## src/source/fdtd_pkg.sv

```systemverilog
package fdtd_pkg;

    //////////////////////////////
    // bus and field widths
    //////////////////////////////

    // byte address on the bus
    localparam int ADDR_W      = 32;
    localparam int DATA_W      = 32;
    // word address, byte offset dropped
    localparam int WORD_ADDR_W = ADDR_W - 2;

    // word count given at start
    localparam int SIZE_W      = 16;

    //////////////////////////////
    // block geometry
    //////////////////////////////

    // words per field in one block, power of two
    localparam int BUF_WORDS   = 8;
    localparam int BUF_CNT_W   = $clog2(BUF_WORDS);
    // enough for size / BUF_WORDS
    localparam int BLK_CNT_W   = SIZE_W - BUF_CNT_W;

    // field of the current transfer
    typedef enum logic
    {
        FIELD_HY = 1'b0,
        FIELD_EZ = 1'b1
    } field_e;

endpackage

```

## src/source/mem_req_if.sv

```systemverilog
interface mem_req_if;

    // one word request, one item in flight
    logic                               req;
    logic                               we;
    logic [fdtd_pkg::WORD_ADDR_W-1:0]   word_addr;
    logic [fdtd_pkg::DATA_W-1:0]        wdata;
    logic [fdtd_pkg::DATA_W-1:0]        rdata;
    // single cycle, rdata valid with it
    logic                               gnt;

    modport seq
    (
        output req,
        output we,
        input  gnt
    );

    modport addr
    (
        output word_addr,
        input  gnt,
        input  we
    );

    modport master
    (
        input  req,
        input  we,
        input  word_addr,
        input  wdata,
        output rdata,
        output gnt
    );

    modport mon
    (
        input  gnt
    );

endinterface

```

## src/source/fdtd_seq_fsm.sv

```systemverilog
module fdtd_seq_fsm
(
    input  logic                ACLK,
    input  logic                ARESETn,

    input  logic                start_i,
    input  logic                calc_done_i,
    input  logic                int_en_i,
    input  logic                int_clr_i,
    input  logic                buf_done_i,
    input  logic                last_block_i,

    mem_req_if.seq              mem,

    output logic                load_o,
    output logic                block_done_o,
    output logic                busy_o,
    output logic                buf_ready_o,
    output logic                rd_valid_o,
    output logic                wr_take_o,
    output logic                int_pending_o,
    output logic                int_o,
    output fdtd_pkg::field_e    field_o
);
    import fdtd_pkg::*;

    typedef enum logic [2:0]
    {
        IDLE,
        READ_HY,
        READ_EZ,
        CALC_WAIT,
        WRITE_HY,
        WRITE_EZ
    } state_e;

    state_e state_q;
    state_e state_d;
    logic   busy_q;
    logic   busy_prev_q;
    logic   int_pending_q;

    //////////////////////////////
    // phase sequencing
    //////////////////////////////

    always_ff @(posedge ACLK, negedge ARESETn)
    begin
        if (!ARESETn)
            state_q <= IDLE;
        else
            state_q <= state_d;
    end

    always_comb
    begin
        state_d      = state_q;
        load_o       = 1'b0;
        block_done_o = 1'b0;
        case (state_q)
            IDLE:
            begin
                if (start_i)
                begin
                    load_o  = 1'b1;
                    state_d = READ_HY;
                end
            end
            READ_HY:
            begin
                if (buf_done_i)
                    state_d = READ_EZ;
            end
            READ_EZ:
            begin
                if (buf_done_i)
                    state_d = CALC_WAIT;
            end
            // block loaded, compute side owns it now
            CALC_WAIT:
            begin
                if (calc_done_i)
                    state_d = WRITE_HY;
            end
            WRITE_HY:
            begin
                if (buf_done_i)
                    state_d = WRITE_EZ;
            end
            WRITE_EZ:
            begin
                if (buf_done_i)
                begin
                    block_done_o = 1'b1;
                    state_d      = last_block_i ? IDLE : READ_HY;
                end
            end
            default:
            begin
                state_d = IDLE;
            end
        endcase
    end

    // word requests while in a transfer phase
    assign mem.req = (state_q == READ_HY) || (state_q == READ_EZ) ||
                     (state_q == WRITE_HY) || (state_q == WRITE_EZ);
    assign mem.we  = (state_q == WRITE_HY) || (state_q == WRITE_EZ);

    assign rd_valid_o  = mem.gnt && ((state_q == READ_HY) || (state_q == READ_EZ));
    assign wr_take_o   = mem.gnt && mem.we;
    assign buf_ready_o = (state_q == CALC_WAIT);
    assign field_o     = ((state_q == READ_EZ) || (state_q == WRITE_EZ)) ? FIELD_EZ : FIELD_HY;

    //////////////////////////////
    // status and interrupt
    //////////////////////////////

    always_ff @(posedge ACLK, negedge ARESETn)
    begin
        if (!ARESETn)
        begin
            busy_q      <= 1'b0;
            busy_prev_q <= 1'b0;
        end
        else
        begin
            busy_q      <= (state_d != IDLE);
            busy_prev_q <= busy_q;
        end
    end

    // sticky until cleared, clear wins over a new falling edge
    always_ff @(posedge ACLK, negedge ARESETn)
    begin
        if (!ARESETn)
            int_pending_q <= 1'b0;
        else if (int_clr_i)
            int_pending_q <= 1'b0;
        else if (busy_prev_q && !busy_q)
            int_pending_q <= 1'b1;
    end

    assign busy_o        = busy_q;
    assign int_pending_o = int_pending_q;
    assign int_o         = int_en_i & int_pending_q;

endmodule

```

## src/source/fdtd_word_counter.sv

```systemverilog
module fdtd_word_counter
(
    input  logic                        ACLK,
    input  logic                        ARESETn,

    input  logic                        load_i,
    input  logic                        block_done_i,
    input  logic [fdtd_pkg::SIZE_W-1:0] size_i,

    mem_req_if.mon                      mem,

    output logic                        buf_done_o,
    output logic                        last_block_o
);
    import fdtd_pkg::*;

    logic [BUF_CNT_W-1:0] word_cnt_q;
    logic [BLK_CNT_W-1:0] blk_cnt_q;
    logic                 word_last;

    assign word_last = (word_cnt_q == BUF_CNT_W'(BUF_WORDS - 1));

    // words done within the current field block
    always_ff @(posedge ACLK, negedge ARESETn)
    begin
        if (!ARESETn)
            word_cnt_q <= '0;
        else if (load_i)
            word_cnt_q <= '0;
        else if (mem.gnt)
        begin
            if (word_last)
                word_cnt_q <= '0;
            else
                word_cnt_q <= word_cnt_q + 1'b1;
        end
    end

    // blocks still to process
    // size is a whole number of blocks, so the low bits are dropped
    always_ff @(posedge ACLK, negedge ARESETn)
    begin
        if (!ARESETn)
            blk_cnt_q <= '0;
        else if (load_i)
            blk_cnt_q <= size_i[SIZE_W-1:BUF_CNT_W];
        else if (block_done_i)
            blk_cnt_q <= blk_cnt_q - 1'b1;
    end

    assign buf_done_o   = mem.gnt && word_last;
    assign last_block_o = (blk_cnt_q == BLK_CNT_W'(1));

endmodule

```

## src/source/fdtd_addr_gen.sv

```systemverilog
module fdtd_addr_gen
(
    input  logic                        ACLK,
    input  logic                        ARESETn,

    input  logic                        load_i,
    input  logic [fdtd_pkg::ADDR_W-1:0] hy_base_i,
    input  logic [fdtd_pkg::ADDR_W-1:0] ez_base_i,
    input  fdtd_pkg::field_e            field_i,

    mem_req_if.addr                     mem
);
    import fdtd_pkg::*;

    // pointer slots, indexed by {we, field}
    localparam logic [1:0] RD_HY = {1'b0, FIELD_HY};
    localparam logic [1:0] RD_EZ = {1'b0, FIELD_EZ};
    localparam logic [1:0] WR_HY = {1'b1, FIELD_HY};
    localparam logic [1:0] WR_EZ = {1'b1, FIELD_EZ};

    logic [WORD_ADDR_W-1:0] ptr_q [4];
    logic [1:0]             sel;

    assign sel = {mem.we, field_i};

    //////////////////////////////
    // word pointers
    //////////////////////////////

    // read and write of one field start at the same base,
    // write side trails the read side by one block
    always_ff @(posedge ACLK, negedge ARESETn)
    begin
        if (!ARESETn)
        begin
            ptr_q[RD_HY] <= '0;
            ptr_q[RD_EZ] <= '0;
            ptr_q[WR_HY] <= '0;
            ptr_q[WR_EZ] <= '0;
        end
        else if (load_i)
        begin
            ptr_q[RD_HY] <= hy_base_i[ADDR_W-1:2];
            ptr_q[RD_EZ] <= ez_base_i[ADDR_W-1:2];
            ptr_q[WR_HY] <= hy_base_i[ADDR_W-1:2];
            ptr_q[WR_EZ] <= ez_base_i[ADDR_W-1:2];
        end
        else if (mem.gnt)
        begin
            // field and we are stable through the gnt cycle
            ptr_q[sel] <= ptr_q[sel] + 1'b1;
        end
    end

    assign mem.word_addr = ptr_q[sel];

endmodule

```

## src/source/fdtd_wb_master.sv

```systemverilog
module fdtd_wb_master
(
    input  logic                        ACLK,
    input  logic                        ARESETn,

    mem_req_if.master                   mem,

    output logic                        wb_cyc_o,
    output logic                        wb_stb_o,
    output logic                        wb_we_o,
    output logic [fdtd_pkg::ADDR_W-1:0] wb_adr_o,
    output logic [fdtd_pkg::DATA_W-1:0] wb_dat_o,
    input  logic [fdtd_pkg::DATA_W-1:0] wb_dat_i,
    input  logic                        wb_ack_i
);
    import fdtd_pkg::*;

    typedef enum logic [1:0]
    {
        M_IDLE,
        M_BUS,
        M_GNT
    } mstate_e;

    mstate_e                state_q;
    logic                   we_q;
    logic [WORD_ADDR_W-1:0] addr_q;
    logic [DATA_W-1:0]      wdata_q;
    logic [DATA_W-1:0]      rdata_q;

    // accept only when idle, never in the gnt cycle
    always_ff @(posedge ACLK, negedge ARESETn)
    begin
        if (!ARESETn)
        begin
            state_q <= M_IDLE;
            we_q    <= 1'b0;
        end
        else
        begin
            case (state_q)
                M_IDLE:
                begin
                    if (mem.req)
                    begin
                        state_q <= M_BUS;
                        we_q    <= mem.we;
                    end
                end
                // hold strobes until the slave acks, wait states allowed
                M_BUS:
                begin
                    if (wb_ack_i)
                        state_q <= M_GNT;
                end
                M_GNT:
                begin
                    state_q <= M_IDLE;
                end
                default:
                begin
                    state_q <= M_IDLE;
                end
            endcase
        end
    end

    always_ff @(posedge ACLK)
    begin
        if ((state_q == M_IDLE) && mem.req)
        begin
            addr_q  <= mem.word_addr;
            wdata_q <= mem.wdata;
        end
        if ((state_q == M_BUS) && wb_ack_i)
            rdata_q <= wb_dat_i;
    end

    assign wb_cyc_o = (state_q == M_BUS);
    assign wb_stb_o = (state_q == M_BUS);
    assign wb_we_o  = (state_q == M_BUS) && we_q;
    assign wb_adr_o = {addr_q, 2'b00};
    assign wb_dat_o = wdata_q;

    assign mem.gnt   = (state_q == M_GNT);
    assign mem.rdata = rdata_q;

endmodule

```

## src/source/fdtd_mem_ctrl.sv

```systemverilog
module fdtd_mem_ctrl
(
    input  logic                        ACLK,
    input  logic                        ARESETn,

    // control
    input  logic                        start_i,
    input  logic [fdtd_pkg::ADDR_W-1:0] hy_base_i,
    input  logic [fdtd_pkg::ADDR_W-1:0] ez_base_i,
    input  logic [fdtd_pkg::SIZE_W-1:0] size_i,
    input  logic                        int_en_i,
    input  logic                        int_clr_i,

    // status
    output logic                        busy_o,
    output logic                        int_pending_o,
    output logic                        int_o,

    // compute side
    output logic                        rd_valid_o,
    output fdtd_pkg::field_e            rd_field_o,
    output logic [fdtd_pkg::DATA_W-1:0] rd_data_o,
    output logic                        buf_ready_o,
    input  logic                        calc_done_i,
    output logic                        wr_take_o,
    output fdtd_pkg::field_e            wr_field_o,
    input  logic [fdtd_pkg::DATA_W-1:0] wr_data_i,

    // wishbone classic master
    output logic                        wb_cyc_o,
    output logic                        wb_stb_o,
    output logic                        wb_we_o,
    output logic [fdtd_pkg::ADDR_W-1:0] wb_adr_o,
    output logic [fdtd_pkg::DATA_W-1:0] wb_dat_o,
    input  logic [fdtd_pkg::DATA_W-1:0] wb_dat_i,
    input  logic                        wb_ack_i
);
    import fdtd_pkg::*;

    field_e field;
    logic   load;
    logic   block_done;
    logic   buf_done;
    logic   last_block;

    mem_req_if mem ();

    // compute side data goes straight through the request channel
    assign mem.wdata  = wr_data_i;
    assign rd_data_o  = mem.rdata;
    assign rd_field_o = field;
    assign wr_field_o = field;

    fdtd_seq_fsm i_seq_fsm
    (
        .ACLK           ( ACLK          ),
        .ARESETn        ( ARESETn       ),
        .start_i        ( start_i       ),
        .calc_done_i    ( calc_done_i   ),
        .int_en_i       ( int_en_i      ),
        .int_clr_i      ( int_clr_i     ),
        .buf_done_i     ( buf_done      ),
        .last_block_i   ( last_block    ),
        .mem            ( mem.seq       ),
        .load_o         ( load          ),
        .block_done_o   ( block_done    ),
        .busy_o         ( busy_o        ),
        .buf_ready_o    ( buf_ready_o   ),
        .rd_valid_o     ( rd_valid_o    ),
        .wr_take_o      ( wr_take_o     ),
        .int_pending_o  ( int_pending_o ),
        .int_o          ( int_o         ),
        .field_o        ( field         )
    );

    fdtd_word_counter i_word_counter
    (
        .ACLK           ( ACLK          ),
        .ARESETn        ( ARESETn       ),
        .load_i         ( load          ),
        .block_done_i   ( block_done    ),
        .size_i         ( size_i        ),
        .mem            ( mem.mon       ),
        .buf_done_o     ( buf_done      ),
        .last_block_o   ( last_block    )
    );

    fdtd_addr_gen i_addr_gen
    (
        .ACLK           ( ACLK          ),
        .ARESETn        ( ARESETn       ),
        .load_i         ( load          ),
        .hy_base_i      ( hy_base_i     ),
        .ez_base_i      ( ez_base_i     ),
        .field_i        ( field         ),
        .mem            ( mem.addr      )
    );

    fdtd_wb_master i_wb_master
    (
        .ACLK           ( ACLK          ),
        .ARESETn        ( ARESETn       ),
        .mem            ( mem.master    ),
        .wb_cyc_o       ( wb_cyc_o      ),
        .wb_stb_o       ( wb_stb_o      ),
        .wb_we_o        ( wb_we_o       ),
        .wb_adr_o       ( wb_adr_o      ),
        .wb_dat_o       ( wb_dat_o      ),
        .wb_dat_i       ( wb_dat_i      ),
        .wb_ack_i       ( wb_ack_i      )
    );

endmodule

```

## config.mk

```make
export PLATFORM = sky130hd
export DESIGN_NAME = fdtd_mem_ctrl
export DESIGN_NICKNAME = d
export VERILOG_FILES = /design/src/source/fdtd_pkg.sv /design/src/source/mem_req_if.sv /design/src/source/fdtd_seq_fsm.sv /design/src/source/fdtd_word_counter.sv /design/src/source/fdtd_addr_gen.sv /design/src/source/fdtd_wb_master.sv /design/src/source/fdtd_mem_ctrl.sv
export SDC_FILE = /design/constraint.sdc
export NUM_CORES = 1
export LEC_CHECK = 0
export BUFFER_PORTS_ARGS = -buffer_cell sky130_fd_sc_hd__buf_2
export CORE_MARGIN = 2
export CORE_UTILIZATION = 40
export CTS_CLUSTER_DIAMETER = 30
export CTS_CLUSTER_SIZE = 25
export DETAILED_ROUTE_END_ITERATION = 10
export PLACE_DENSITY = 0.62
export SYNTH_ARGS = -nofsm -noshare
export SYNTH_HDL_FRONTEND = slang
export SYNTH_SLANG_ARGS = --single-unit
```

## constraint.sdc

```tcl
create_clock -name ACLK -period 3.3 [get_ports ACLK]
set_clock_uncertainty 0.05 [all_clocks]
set_input_delay 0.66 -clock ACLK [delete_from_list [all_inputs] [get_ports ACLK]]
set_output_delay 0.66 -clock ACLK [all_outputs]
set_load 0.05 [all_outputs]
```

* Yosys cells after proc, flatten, opt, wreduce, memory -nomap -nowiden
Cells that the tools add are included.
Operators by class: add/sub/neg operators 3, magnitude comparators 2, eq/ne operators 11, muxes and demuxes 31, bitwise operators 2, reduce and logical (&&, ||, !) cells 22
Operators with widths (number):
- $mux W120 | 2
- $bwmux W120 | 1
- $mux W30 | 3
- $bmux W30 S2 | 1
- $demux W30 S2 | 1
- $add A30 B1 Y30 const B | 1
- $mux W3 | 9
- $mux W13 | 2
- $pmux W3 S6 | 1
- $eq A13 B1 Y1 const B | 1
- $sub A13 B1 Y13 const B | 1
- $eq A3 B3 Y1 const B | 3
- $logic_and A1 B1 Y1 | 8
- $mux W1 | 8
- $eq A3 B2 Y1 const B | 2
- $reduce_bool A2 Y1 | 3
- $logic_or A1 B1 Y1 | 5
- $mux W2 | 2
- $ne A2 B1 Y1 const B | 2
- $pmux W2 S2 | 1
- $reduce_and A2 Y1 | 2
- $add A3 B1 Y3 const B | 1
- $eq A3 B1 Y1 const B | 1
- $ge A3 B3 Y1 const B | 1
- other kinds (9) | 9
Word-level totals: register bits after elaboration 239, bits of input ports 151

* Longest topological paths before layout
depth in word-level cells 11, mapped depth 13

* Cells and area by module
From an unflattened synthesis, not the netlist that was laid out.
Unflattened totals: cell total of the unflattened synthesis 856, area total of the unflattened synthesis 10959.3 µm²
Modules (own cells, without submodules):
- fdtd_addr_gen | times used 1, cells an instance 604, area each 6625.1 µm²
- fdtd_wb_master | times used 1, cells an instance 110, area each 2991.6 µm²
- fdtd_word_counter | times used 1, cells an instance 100, area each 955.9 µm²
- fdtd_seq_fsm | times used 1, cells an instance 41, area each 379.1 µm²
- fdtd_mem_ctrl | times used 1, cells an instance 1, area each 7.5 µm²

* Least setup slack after synthesis
No wires, ideal clock.
path type flip-flop to flip-flop, start point reg i_seq_fsm.state_q[0], end point reg i_addr_gen.ptr_q[26] (netlist name), setup time 126 ps, arrival time 3475 ps, slack -351 ps, cell stages (with the launch flop) 14, cell sequence dfrtp_1 > buf_2 > buf_2 > inv_1 > clkbuf_1 > o221ai_1 > a21oi_1 > ha_1 > o2111ai_1 > nor4_4 > nand4_1 > o41a_1 > or2_1 > a221o_1
On the way: cells in the longest elaborated chain, start to end 11, elaborated cells between the ends (all ways) 22, classes of those cells add/sub: 1; order compare: 2; eq/ne: 3; mux: 10; bitwise: 1; reduce/logical: 5
Ends and longest elaborated chain:
- start: declaration | RTL line fdtd_seq_fsm.sv:37 | state_e state_q;
- start signal: assignment | RTL line fdtd_seq_fsm.sv:52 | state_q <= state_d;
- $eq A3 B2 Y1 / $eq A3 B3 Y1 (equally long branches) | RTL line fdtd_seq_fsm.sv:113, fdtd_seq_fsm.sv:108
- $logic_or A1 B1 Y1 | RTL line fdtd_seq_fsm.sv:113 | assign field_o = ((state_q == READ_EZ) || (state_q == WRITE_EZ)) ? FIELD_EZ : FIELD_HY;
- $mux W1 | RTL line fdtd_seq_fsm.sv:113
- $not A2 Y3 (*)
- $bmux W30 S2 (*)
- $mux W30 (*) (2 in series)
- named net i_addr_gen.mem.word_addr[1] | RTL line mem_req_if.sv:21 | output word_addr,
- $add A30 B1 Y30 (*) | RTL line fdtd_addr_gen.sv:51 | ptr_q[sel] <= ptr_q[sel] + 1'b1;
- $bwmux W120 (*) | RTL line fdtd_addr_gen.sv:51
- $mux W120 (*) | RTL line fdtd_addr_gen.sv:48 | else if (mem.gnt)
- $mux W120 (*) | RTL line fdtd_addr_gen.sv:41 | else if (load_i)
- end signal: indexed assignment | RTL line fdtd_addr_gen.sv:43 | ptr_q[RD_HY] <= hy_base_i[ADDR_W-1:2];
- end signal: indexed assignment | RTL line fdtd_addr_gen.sv:44 | ptr_q[RD_EZ] <= ez_base_i[ADDR_W-1:2];
- end signal: indexed assignment | RTL line fdtd_addr_gen.sv:51
- end: declaration | RTL line fdtd_addr_gen.sv:21 | logic [WORD_ADDR_W-1:0] ptr_q [4];
The timed path passes the listed nets; every way through them passes the cells marked *. The select of a mux whose other input is x is not followed. A chain may end at the register's enable or synchronous reset.

* Worst setup path in the final report
start point reg i_seq_fsm.state_q[0], end point reg i_addr_gen.ptr_q[88] (netlist name)
On the way: cells in the longest elaborated chain, start to end 11, elaborated cells between the ends (all ways) 22, classes of those cells add/sub: 1; order compare: 2; eq/ne: 3; mux: 10; bitwise: 1; reduce/logical: 5
Ends and longest elaborated chain (RTL line):
- $eq A3 B2 Y1 / $eq A3 B3 Y1 (equally long branches) | fdtd_seq_fsm.sv:113, fdtd_seq_fsm.sv:108
- $logic_or A1 B1 Y1 | fdtd_seq_fsm.sv:113
- $mux W1 | fdtd_seq_fsm.sv:113
- $not A2 Y3 (not written as such) | fdtd_addr_gen.sv:51
- $bmux W30 S2 (tied with other cells) | fdtd_addr_gen.sv:51
- $mux W30 (not written as such) / $logic_and A1 B1 Y1 (equally long branches) | fdtd_addr_gen.sv:51
- $mux W30 (not written as such) | fdtd_addr_gen.sv:51
- $add A30 B1 Y30 / $demux W30 S2 (equally long branches) | fdtd_addr_gen.sv:51
- $bwmux W120 | fdtd_addr_gen.sv:51
- $mux W120 | fdtd_addr_gen.sv:48
- $mux W120 | fdtd_addr_gen.sv:41
Parallel ways exist; a longest one is shown, timed or not. The select of a mux whose other input is x is not followed.

==> results.yml <==
detailed_routing:
  drt_iter0_drc: 783
  drc: 0
  post_drt_wl_per_cell_um: 19.85
  first_pass_iters: 5
  viasPerCell: 5.531
  dr_total_vias: 9917
  ant_nets: 0
  drt-total-wl_um: 35590
setup_path:
  cp_slowest_cell: "or4b_2"
  cp_top_family: "simple AND/OR/NAND/NOR gates"
  worstSetupEndpointType: "flip-flop"
  reg2reg_slack_ns: 0.07
  path_max_fanout: 8
  crit_path_end: "i_addr_gen.ptr_q[88]$_DFFE_PN0P_"
  cp.arrival_ns: 3.61
  crit_path_start: "i_seq_fsm.state_q[0]$_DFF_PN0_"
  critPathLaunchType: "flip-flop"
  cp.buffers_inverters: 3
  cp.depth: 11
  crit_required_ns: 3.68
  r2r-start: "i_seq_fsm.state_q[0]$_DFF_PN0_"
  r2r_end: "i_addr_gen.ptr_q[88]$_DFFE_PN0P_"
  worstSetupPathType: "reg2reg"
  crit_top_cell: "buf_4"
  path_cells: "buf_4, or4b_2, o211a_4, o2111ai_4, nor4_4, buf_4, buf_4, and4_4, and4_1, or2_1, a221o_1"
  reg2reg_depth: 11
  slowest_delay_ns: 0.68
logic_synthesis:
  synthDistinctLibCells: 79
  yosysMostFrequentCell: "dfrtp_1"
  synth_seq_cells: 239
  synth_ff_type: "dfrtp_1"
  yosys_warnings: 0
  ys_top_cells_by_count: "dfrtp_1 (145), nand2_1 (122), edfxtp_1 (94), o21ai_0 (69), nor2_1 (51)"
  synth_area_leaders: "dfrtp_1 (32%), edfxtp_1 (25%), nand2_1 (4.1%)"
  synthArstFlopShare_pct: 60.67
  synth_area_leader_cell: "dfrtp_1"
  syn_avg_cell_area_um2: 11.16
  synth-edff-count: 94
  synthCells: 1008
  syn_area_mm2: 0.01124
  seq_area_frac_synth_pct: 57.37
  synth_top_area_share_pct: 32.27
place:
  pre_cts_slack_ns: -0.05531
  gp_congestion: 0.9054
  port_buffers: 248
  hpwlAfterDp_um: 24210
  dp_cells: 1687
  dpl_cell_area_mm2: 0.01366
timing:
  hold_violations: 0
  rsz0062_at_grt: "yes"
  finalWorstSetupSlack_ns: 0.07277
  clock.fmax_mhz: 309.9
  finalCritPeriodShare_pct: 97.79
  max_slew.worst_pin.slew_ns: 0.7912
  holdWs_ns: 0.1039
  slew_headroom_pct: 47.25
  maxSlewViolCount: 0
  fin_crit_ns: 3.227
  setup_viol: 0
  setup_tns_ns: 0
floorplan:
  die_height_um: 171.7
  start_util_pct: 40.59
  die-area_mm2: 0.02947
  fp.coreArea_mm2: 0.02771
  die_w_um: 171.7
  rows: 61
  io_pins: 258
global_route:
  grt_usage_pct: 23.68
  antenna_found_initial: 1
  grt_pass1_wl_um: 53830
  grt_pass1_vias: 9706
  grt_overflow_total: 0
  grt_max_degree: 79
cells_and_area:
  drive_gt1_share_pct: 39.18
  utilization_pct: 56.72
  final_cells: 1793
  regArea_mm2: 0.006457
  syn_to_final_growth_pct: 39.76
  design_area_mm2: 0.01572
  multi_input_area_mm2: 0.004564
  layout.nets: 1527
  n_fill_cell: 2384
clock_tree:
  cts.sinks: 239
  clk_latency_ns: 0.55
  tritoncts: "yes"
  numCtsBuffers: 51
  root_buffer: "clkbuf_16"
  ctsHtreeMaxLevel: 2
  clk_pin_slew_worst_paths_ns: 0.05
  ctsHoldBuffers: 0
  clockBufferDepth: 3
flow_run:
  maxCapViolations: 0
power_and_ir_drop:
  leakage_nw: 6.825
  p_per_area_mw_per_mm2: 1154
  finalPower_mw: 18.14
  ir_drop_mv: 0.5522
min_path:
  hp-class: "in2async"
outcome:
  outcome: "finished clean"
-- registers in the layout, indices dropped and copies added, names as in the netlist --
signal and cells:
i_addr_gen.ptr_q 120, i_seq_fsm.busy_o 1, i_seq_fsm.busy_prev_q 1, i_seq_fsm.int_pending_o 1, i_seq_fsm.state_q 3, i_wb_master.addr_q 30
i_wb_master.mem.rdata 32, i_wb_master.state_q 2, i_wb_master.wb_dat_o 32, i_wb_master.we_q 1, i_word_counter.blk_cnt_q 13, i_word_counter.word_cnt_q 3
-- layer usage --
layer  global-route usage [%]  up-vias  wire [um]
met4                    7.885        0        855
met3                    5.039       74       3119
li1                         -     4522          -
met1                    31.66     4841      14800
met5                        0        -          0
met2                    38.33      480      16810
-- what timing repair did --
item,CTS,global route
pin swaps,1,17
setup endpoints to repair,7,38
endpoints found under the hold margin,0,0
resized for setup,5,35
buffers inserted,0,10
-- power breakdown --
part,internal (mW),leakage (nW),switching [mW],total [mW]
combinational,2.68,3.29,4.85,7.53
sequential,4.58,2.67,0.709,5.29
clock,3.52,0.859,1.80,5.32
total,10.8,6.82,7.36,18.1
-- worst min path at each step --
stage,startpoint,end,cells past startpoint
final,ARESETn,i_addr_gen.ptr_q[117]$_DFFE_PN0P_,1
after global routing,ARESETn,i_addr_gen.ptr_q[117]$_DFFE_PN0P_,1
after CTS,ARESETn,i_addr_gen.ptr_q[57]$_DFFE_PN0P_,1
after detailed placement,i_seq_fsm.busy_o$_DFF_PN0_,i_seq_fsm.busy_prev_q$_DFF_PN0_,0
after global placement,i_seq_fsm.busy_o$_DFF_PN0_,i_seq_fsm.busy_prev_q$_DFF_PN0_,0
after floorplan,ARESETn,i_addr_gen.ptr_q[0]$_DFFE_PN0P_,0
-- cell families (layout without fill, tap and decap cells) --
| family | Yosys count | in the layout | share of synthesized area (%) |
|---|---|---|---|
| xor+xnor | 33 | 33 | 2.737 |
| other cells | 1 | 3 | 0.03335 |
| simple gates | 373 | 373 | 18.23 |
| buf+inv | 85 | 490 | 3.516 |
| mux | 14 | 14 | 1.269 |
| flops | 239 | 239 | 57.37 |
| fa+ha+maj | 5 | 5 | 0.5564 |
| compound gates | 258 | 258 | 16.29 |
-- layout by cell type (no fill, tap or decap), types with 11 or more instances in the layout --
cell type,n
and2_1,32
o211a_1,11
buf_4,112
buf_6,11
o211ai_1,17
inv_1,15
mux2i_1,12
a221o_1,42
nor3_1,15
dfrtp_1,142
edfxtp_1,94
xnor2_1,20
inv_6,11
a21oi_1,35
a22oi_1,20
o21ai_0,67
nor2_1,47
or4b_2,22
buf_2,246
clkbuf_16,52
nand3_1,40
nand2_1,122
-- worst reg2reg max path, cell delays in order (launching register included) --
cell and delay [ns]:
dfrtp_4 0.55, buf_4 0.19, or4b_2 0.68, o211a_4 0.19
o2111ai_4 0.12, nor4_4 0.07, buf_4 0.16, buf_4 0.15
and4_4 0.16, and4_1 0.20, or2_1 0.26, a221o_1 0.32
-- cell type report --
cell class | instances | area share, %
flip-flops and latches | 239 | 41.09
multi-input cells | 685 | 29.04
repair buffers | 377 | 14.88
clock buffers | 56 | 8.503
clock inverters | 40 | 3.049
well taps | 378 | 3.010
inverters | 17 | 0.4061
diodes | 1 | 0.01592
No activity file was read; power rests on OpenSTA's default activity.
